<file path="config.mk">
export PLATFORM = sky130hd
export DESIGN_NAME = ptw
export DESIGN_NICKNAME = d
export VERILOG_FILES = /design/src/mmu_pkg.sv /design/src/ptw.sv
export VERILOG_INCLUDE_DIRS = /design/src
export SDC_FILE = /design/constraint.sdc
export NUM_CORES = 1
export LEC_CHECK = 0
export BUFFER_PORTS_ARGS = -buffer_cell sky130_fd_sc_hd__buf_2
export CAP_MARGIN = 20
export CORE_AREA = 2 2 217 219
export DETAILED_ROUTE_END_ITERATION = 12
export DIE_AREA = 0 0 219 221
export MAX_ROUTING_LAYER = met4
export PLACE_DENSITY = 0.39
export SYNTH_ARGS = -nofsm -noshare
export SYNTH_HDL_FRONTEND = slang
export SYNTH_SLANG_ARGS = --single-unit
</file>
<file path="constraint.sdc">
create_clock -name clk -period 8.44 [get_ports clk]
set_clock_uncertainty 0.15 [all_clocks]
set_input_delay 0.422 -clock clk [delete_from_list [all_inputs] [get_ports clk]]
set_output_delay 0.422 -clock clk [all_outputs]
set_load 0.005 [all_outputs]
</file>
<file path="src/mmu_consts.svh">
// Geometry and width constants for the MMU.
// Include wherever TLB size, ID width or walk depth is needed.
`ifndef MMU_CONSTS_SVH
`define MMU_CONSTS_SVH

// sets per TLB, power of two
`define TLB_SETS 16

// ways per TLB, power of two
`define TLB_WAYS 4

// request ID width, zero means idle
`define ID_W 8

// Sv39 walk depth
`define PT_LEVELS 3

`endif

</file>
<file path="src/mmu_pkg.sv">
// Shared types for the Sv39 MMU.
// Holds the page-table entry word and the SATP mode encodings.
// Modules take it with a wildcard import inside their body.
package mmu_pkg;

    // mode field in satp[63:60]
    localparam logic [3:0] satp_bare = 4'd0;
    localparam logic [3:0] satp_sv39 = 4'd8;

    // bit positions inside the PTE flag byte
    localparam int pte_v = 0;
    localparam int pte_r = 1;
    localparam int pte_w = 2;
    localparam int pte_x = 3;

    // One PTE word seen two ways. A walker reads it as a pointer to the
    // next table until R or X shows it to be a leaf.
    typedef union packed {
        struct packed {
            logic [9:0]  rsvd;  // must be zero
            logic [43:0] ppn;   // next-level table
            logic [1:0]  rsw;   // left to software
            logic [7:0]  flags; // D A G U X W R V
        } ptr;
        struct packed {
            logic [9:0]  rsvd;
            logic [25:0] ppn2;  // 1 GiB frame
            logic [8:0]  ppn1;  // 2 MiB frame
            logic [8:0]  ppn0;  // 4 KiB frame
            logic [1:0]  rsw;
            logic [7:0]  flags; // handed back as permission
        } leaf;
    } pte_u;

endpackage

</file>
<file path="src/ptw.sv">
// Sv39 page-table walker shared by the instruction and data TLBs.
// Serves one miss at a time with the instruction side first, reading
// one PTE per level over a Wishbone classic master port. The result is
// returned for one cycle on the granted side; perm zero marks a fault.
`timescale 1ns/1ps
`include "mmu_consts.svh"

module ptw (
    input  logic             clk,
    input  logic             rst,
    input  logic [`ID_W-1:0] i_rqst,
    input  logic [63:0]      i_vadd,
    input  logic [63:0]      i_satp,
    output logic [`ID_W-1:0] i_resp,
    output logic [7:0]       i_perm,
    output logic [63:0]      i_padd,
    input  logic [`ID_W-1:0] d_rqst,
    input  logic [63:0]      d_vadd,
    input  logic [63:0]      d_satp,
    output logic [`ID_W-1:0] d_resp,
    output logic [7:0]       d_perm,
    output logic [63:0]      d_padd,
    output logic             wb_cyc,
    output logic             wb_stb,
    output logic             wb_we,
    output logic [63:0]      wb_adr,
    input  logic [63:0]      wb_dat_i,
    input  logic             wb_ack
);
    import mmu_pkg::*;

    localparam int lvl_w = $clog2(`PT_LEVELS);
    localparam logic [lvl_w-1:0] lvl_top = lvl_w'(`PT_LEVELS - 1);
    localparam logic [1:0] st_idle = 2'd0;
    localparam logic [1:0] st_read = 2'd1; // bus held until ack
    localparam logic [1:0] st_gap  = 2'd2; // bus released between levels

    logic [1:0]       state;
    logic             sel_d;     // walk belongs to the data side
    logic [lvl_w-1:0] lvl;
    logic [`ID_W-1:0] w_id;
    logic [63:0]      w_vadd;
    logic [7:0]       r_perm;
    logic [63:0]      r_padd;

    logic             g_any;
    logic             g_sel;
    logic [`ID_W-1:0] g_id;
    logic [63:0]      g_vadd;
    logic [63:0]      g_satp;

    pte_u             pte;
    logic             pte_fault;
    logic             pte_leaf;
    logic             mode_flt;
    logic             walk_end;
    logic             done;
    logic             rsp_sel;
    logic [`ID_W-1:0] rsp_id;
    logic [7:0]       rsp_perm;
    logic [63:0]      leaf_padd;

    function automatic logic [8:0] vpn_slice(input logic [63:0] va,
                                             input logic [lvl_w-1:0] l);
        vpn_slice = va[12 + 9 * l +: 9];
    endfunction

    function automatic logic [63:0] pte_adr(input logic [43:0] ppn,
                                            input logic [8:0] vpn);
        pte_adr = {8'h00, ppn, vpn, 3'b000}; // 8-byte entries
    endfunction

    always_comb begin
        g_any  = |i_rqst || |d_rqst;
        g_sel  = !(|i_rqst);  // instruction side first
        g_id   = g_sel ? d_rqst : i_rqst;
        g_vadd = g_sel ? d_vadd : i_vadd;
        g_satp = g_sel ? d_satp : i_satp;
    end

    always_comb begin
        pte       = wb_dat_i;
        pte_fault = !pte.ptr.flags[pte_v]
                    || (pte.ptr.flags[pte_w] && !pte.ptr.flags[pte_r]);
        pte_leaf  = pte.ptr.flags[pte_r] || pte.ptr.flags[pte_x];
        // superpage leaves take the low PPN parts from the VPN
        leaf_padd = {8'h00, pte.leaf.ppn2,
                     (lvl >= 2) ? w_vadd[29:21] : pte.leaf.ppn1,
                     (lvl >= 1) ? w_vadd[20:12] : pte.leaf.ppn0,
                     12'h000};
    end

    always_comb begin
        mode_flt = (state == st_idle) && g_any && (g_satp[63:60] != satp_sv39);
        walk_end = (state == st_read) && wb_ack
                   && (pte_fault || pte_leaf || lvl == '0);
        done     = mode_flt || walk_end;
        rsp_sel  = (state == st_idle) ? g_sel : sel_d;
        rsp_id   = (state == st_idle) ? g_id : w_id;
        rsp_perm = (mode_flt || pte_fault || !pte_leaf) ? 8'h00 : pte.leaf.flags;
    end

    always_ff @(posedge clk) begin
        if (rst) begin
            state  <= st_idle;
            sel_d  <= 1'b0;
            lvl    <= lvl_top;
            wb_cyc <= 1'b0;
            wb_stb <= 1'b0;
            i_resp <= '0;
            d_resp <= '0;
        end else begin
            i_resp <= (done && !rsp_sel) ? rsp_id : '0;
            d_resp <= (done && rsp_sel) ? rsp_id : '0;
            case (state)
                st_idle: begin
                    if (g_any && !mode_flt) begin
                        state  <= st_read;
                        sel_d  <= g_sel;
                        lvl    <= lvl_top;
                        wb_cyc <= 1'b1;
                        wb_stb <= 1'b1;
                    end
                end
                st_read: begin
                    if (wb_ack) begin
                        wb_cyc <= 1'b0;
                        wb_stb <= 1'b0;
                        state  <= walk_end ? st_idle : st_gap;
                        if (!walk_end) begin
                            lvl <= lvl - 1'b1;
                        end
                    end
                end
                st_gap: begin
                    state  <= st_read;
                    wb_cyc <= 1'b1;
                    wb_stb <= 1'b1;
                end
                default: state <= st_idle;
            endcase
        end
    end

    always_ff @(posedge clk) begin
        if (done) begin
            r_perm <= rsp_perm;
            r_padd <= (rsp_perm == 8'h00) ? '0 : leaf_padd;
        end
        if (state == st_idle && g_any) begin
            w_id   <= g_id;
            w_vadd <= g_vadd;
            wb_adr <= pte_adr(g_satp[43:0], vpn_slice(g_vadd, lvl_top)); // root table
        end else if (state == st_read && wb_ack && !walk_end) begin
            wb_adr <= pte_adr(pte.ptr.ppn, vpn_slice(w_vadd, lvl - 1'b1));
        end
    end

    assign i_perm = r_perm;
    assign i_padd = r_padd;
    assign d_perm = r_perm;
    assign d_padd = r_padd;
    assign wb_we  = 1'b0;  // reads only

    // classic cycle ends right after its ack
    a_ack_drop: assert property (@(posedge clk) disable iff (rst)
        (wb_stb && wb_ack) |=> !wb_cyc && !wb_stb);

    a_adr_hold: assert property (@(posedge clk) disable iff (rst)
        (wb_stb && !wb_ack) |=> $stable(wb_adr));

    // each answer goes back to the side that asked for it
    a_i_side: assert property (@(posedge clk) disable iff (rst)
        |i_resp |-> i_resp == $past(i_rqst));

    a_d_side: assert property (@(posedge clk) disable iff (rst)
        |d_resp |-> d_resp == $past(d_rqst));

endmodule

</file>
# == Word-level counts from Yosys, hierarchy flattened ==
# Cells that the tools add are included.
# op_classes
n_bitwise,2
addsub,2
shifts,1
order_cmp,2
n_mul,1
muxes,21
n_reduce_logical,38
eq_ne,6
# op_table
op,n
two-way mux 64 bit,2
two-way mux 56 bit,2
variable part select 64 x 8 -> 9 bit,1
two-way mux 8 bit,3
two-way mux 9 bit,2
OR reduction 8 bit,2
two-way mux 2 bit,6
logical AND 1 bit,9
zero test 8 bit,1
logical OR 1 bit,8
adder 4 x 6 -> 7 bit (first input constant),1
zero test 1 bit,7
multiplier 4 x 2 -> 6 bit (first input constant),1
one-hot mux 2 bit (3 select lines),1
zero test 2 bit,2
!= test 2 bit (second input constant),2
!= test 4 bit (second input constant),1
one-hot mux 2 bit (2 select lines),1
AND reduction 2 bit,2
AND reduction 4 bit,1
nonzero test 2 bit,2
OR reduction 2 bit,2
two-way mux 1 bit,3
one-hot mux 1 bit (3 select lines),1
9 further kinds,10
# totals
in_bits,339
elab_cells,85
regBits,219
out_inout_bits,227

# == Depth between registers and ports, before layout ==
# depth
depth_word,10
ltp_mapped,8
ltp_nobuf,6

# == Worst setup path after synthesis ==
# Ideal clock, no wire load.
# synth_path
kind,register -> register
from,register lvl[0]
to,register wb_adr[10] (enable)
setup_slack_ns,1.943
path_stages_with_launch,7
setup_time_ns,0.537
n_path_buf,1
arrival_time_ns,5.810
t_required_ns,7.753
period_less_slack_ns,6.497
path_cell_list,dfxtp_1 -> buf_1 -> inv_1 -> ha_1 -> or4b_1 -> or2_2 -> o21ai_0
# synth_via
elab_chain_len,6
# synth_lines
element,line_no,source
"start, declared",ptw.sv:40,logic [lvl_w-1:0] lvl;
"start signal, assigned",ptw.sv:107,lvl <= lvl_top;
"start signal, assigned",ptw.sv:120,lvl <= lvl_top;
"start signal, assigned",ptw.sv:131,lvl <= lvl - 1'b1;
zero test 2 bit,ptw.sv:96,&& (pte_fault || pte_leaf || lvl == '0);
logical OR 1 bit,ptw.sv:96,
logical AND 1 bit,ptw.sv:96,
zero test 1 bit,ptw.sv:154,end else if (state == st_read && wb_ack && !walk_end) begin
logical AND 1 bit,ptw.sv:154,
nonzero test 2 bit (no source line),-,
"end signal, assigned",ptw.sv:153,"wb_adr <= pte_adr(g_satp[43:0], vpn_slice(g_vadd, lvl_top));"
"end signal, assigned",ptw.sv:155,"wb_adr <= pte_adr(pte.ptr.ppn, vpn_slice(w_vadd, lvl - 1'b1));"
"end, declared",ptw.sv:26,"output logic [63:0] wb_adr,"
# No other way between the ends.
# A chain may end at the register's enable or synchronous reset.

# == Worst setup path in the final report ==
# layout_path
from,register lvl[0]
to,register wb_adr[45] (enable)
# Same word-level chain as after synthesis.

==> flow_summary.ini <==
[status]
status = finished clean

[yosys]
synth-compound-area-share_pct = 6.44
ys_seq_area_share_pct = 57.2
yosys.area_share.simple_pct = 8.57
synth_xor_area_share_pct = 0.102
avgSynthCellArea_um2 = 12.9
synth_edf_count = 149
synthFlopType = edfxtp_1
async_reset_ff_share_pct = 0
synth.cell_area_um2 = 8590
synth_top_family_by_area = multiplexers
ys_seq_elements = 171
ys_warn_count = 0
synthDistinctLibCells = 50
yosys-mux-area-fraction_pct = 15.4
synthAdderAreaFrac_pct = 0.437
syn_inst = 667

[floorplan]
pin_count = 566
die_w_um = 219
die_y_um = 221
start_util_pct = 18.6
std_cell_rows = 79
die_area_um2 = 48400
coreArea_um2 = 46100

[critical_path]
critPathSlowestCell = dfxtp_1
crit_chain = inv_1 > ha_1 > or4b_1 > or2_2 > o21ai_4 > buf_16 > buf_4
arrival_ns = 4.02
max_stage_delay_ns = 0.93
cp-end-kind = flip-flop
crit_required_ns = 8.38
crit_path_max_fanout = 30
cp-start-kind = flip-flop
criticalPathCategory = reg2reg
rrSetupSlack_ns = 4.36

[clock_network]
cts_tree = built
cts.sinks = 171
postCtsResizedCells = 0
cts_buffers = 17
clk_pin_slew_ns = 0.07
cts_setup_buffers = 0
cts_hold_buffers = 0
cts_root_buffer = clkbuf_16
htreeDepth = 4
clk-insertion-delay-late_ns = 0.45
cts_buffer_depth = 2

[detailed_routing]
routed_wl_mm = 29.7
vias_per_cell = 3.75
detail_route.first_pass.iterations = 4
drcViolationCount = 0
detail-route-antenna-nets = 0
vias = 6163
drt_iter0_markers = 215
wl_per_cell_um = 18.1

[global_routing]
antenna_found_initial = 2
grt_pass1_vias = 6127
grt_start_max_net_pins = 68
grt-ovfl-total = 0
grtUsageTotal_pct = 12.4
grt_pass1_wl_mm = 41.4

[sta]
fmax_mhz = 245
fin_crit_ns = 4.08
finalSetupViolCount = 0
timing.setup.tns_ns = 0
worst_slew_pin_slew_ns = 1.03
period_share_pct = 48.4
finalHoldViolCount = 0
slew_headroom_pct = 31.0
grt_setup_unrepaired = no
drv_slew = 0

[layout]
regArea_um2 = 4910
final_nets = 1363
area_growth_pct = 32.0
multi_input_area_um2 = 2880
fillers = 4950
drive_above_1_share_pct = 51.0

[place]
port_buffers = 413
dp_hpwl_mm = 22.8
place.gp.congestion = 0.766

[pwr]
p_leak_uw = 0.00533
ir_drop_uv = 117
power.density_nw_per_um2 = 176
finalPower_uw = 2000

[hold_path]
hold_path_class = in2reg

[run]
drv_cap = 0
state kept, by name, indices dropped and copies added, names as in the netlist:
| name | cells |
|---|---|
| d_padd | 44 |
| d_perm | 8 |
| d_resp | 8 |
| i_resp | 8 |
| state | 2 |
| lvl | 2 |
| wb_adr | 53 |
| w_id | 8 |
| wb_stb | 1 |
| sel_d | 1 |
| w_vadd | 36 |
layout make-up:
type                            count  share of cell area (%)
Sequential cell                   171                    43.4
Multi-Input combinational cell    402                    25.4
Timing Repair Buffer              423                    19.2
Tap cell                          607                    6.70
Clock buffer                       24                    4.64
Clock inverter                      8                   0.497
Inverter                            6                   0.199
Antenna cell                        2                  0.0442
kinds of logic after synthesis:
group,after synthesis
AOI/OAI and AO/OA,88
adders and majority gates,3
muxes,115
buffers and inverters,145
other,1
DFF,171
and+or+nand+nor,143
xor gates and xnor gates,1
Yosys cell counts, types with 4 or more instances:
master,n,area [um^2]
buf_6,6,67.6
mux2_2,44,495
buf_2,13,65.1
nand2_1,55,206
mux2i_1,61,611
and2_1,32,200
edfxtp_1,149,4470
dfxtp_1,22,440
buf_1,4,15.0
nor2_1,12,45.0
nor3_1,20,100
mux4_2,9,203
a21oi_1,10,50.1
clkbuf_1,8,30.0
buf_4,108,811
o21ai_0,56,280
a31o_2,8,70.1
critical path, delay by kind of cell, from the launching register on:
kind,cells,cell delay [ns]
buffers and inverters,3,0.85
AND/OR/NAND/NOR,2,0.89
flip-flops,1,0.93
adder cells (fa/ha/maj),1,0.28
AO/OA/AOI/OAI,1,0.57
where the power goes:
part | switching (uW) | total [uW] | internal [uW]
Clock | 354 | 792 | 438
Combinational | 104 | 208 | 104
Sequential | 24.6 | 998 | 973
cell usage in the layout, fill, tap and decap left out, types with 2 or more instances in the layout:
cell type,netlist,layout
nor4b_1,2,2
nor3_1,20,20
edfxtp_1,149,149
nor2b_1,2,2
nand2b_1,2,2
clkbuf_1,8,3
clkinv_4,0,4
mux2i_1,61,61
or4_1,2,2
conb_1,1,52
dfxtp_1,22,22
and2_1,32,32
or4b_1,2,2
a21oi_1,10,10
clkinv_2,0,3
clkbuf_16,0,20
o31a_1,2,2
nor4_1,3,3
inv_2,3,3
nor4_2,2,2
diode_2,0,2
inv_1,3,3
a31o_2,8,8
nor2_1,12,12
mux2_2,44,44
o21ai_0,56,55
nand2_1,55,55
buf_2,13,413
and3_1,3,3
buf_4,108,8
ha_1,3,3
mux4_2,9,9
layer usage:
layer,part of all wire [%],vias to the layer above,global-route usage (%)
met2,50,270,20.9
li1,-,2985,-
met3,5.8,19,2.49
met1,43,2889,14.6
met5,0,-,-
met4,1.6,0,4.40
worst paths after layout:
kind	from	to	cells after the start
max	lvl[0]$_SDFFE_PP0P_	wb_adr[45]$_DFFE_PP_	7
min	rst	lvl[0]$_SDFFE_PP0P_	2
max reg2reg	lvl[0]$_SDFFE_PP0P_	wb_adr[45]$_DFFE_PP_	7
min reg2reg	sel_d$_SDFFE_PP0P_	sel_d$_SDFFE_PP0P_	1
metrics by stage:
stage | setup slack, ns | hold slack [ns] | util (%) | cells | area (um^2)
global placement | 4.01 | 0.357 | 23.2 | 1607 | 10700
global route | 4.07 | 0.0585 | 24.6 | 1643 | 11300
CTS | 4.20 | 0.0500 | 24.6 | 1640 | 11300
detailed placement | 4.25 | 0.362 | 23.3 | 1608 | 10700
finish | 4.36 | 0.0903 | 24.6 | 1643 | 11300
floorplan | 1.94 | 0.341 | - | 718 | 8780
No activity file was read; power rests on OpenSTA's default activity.
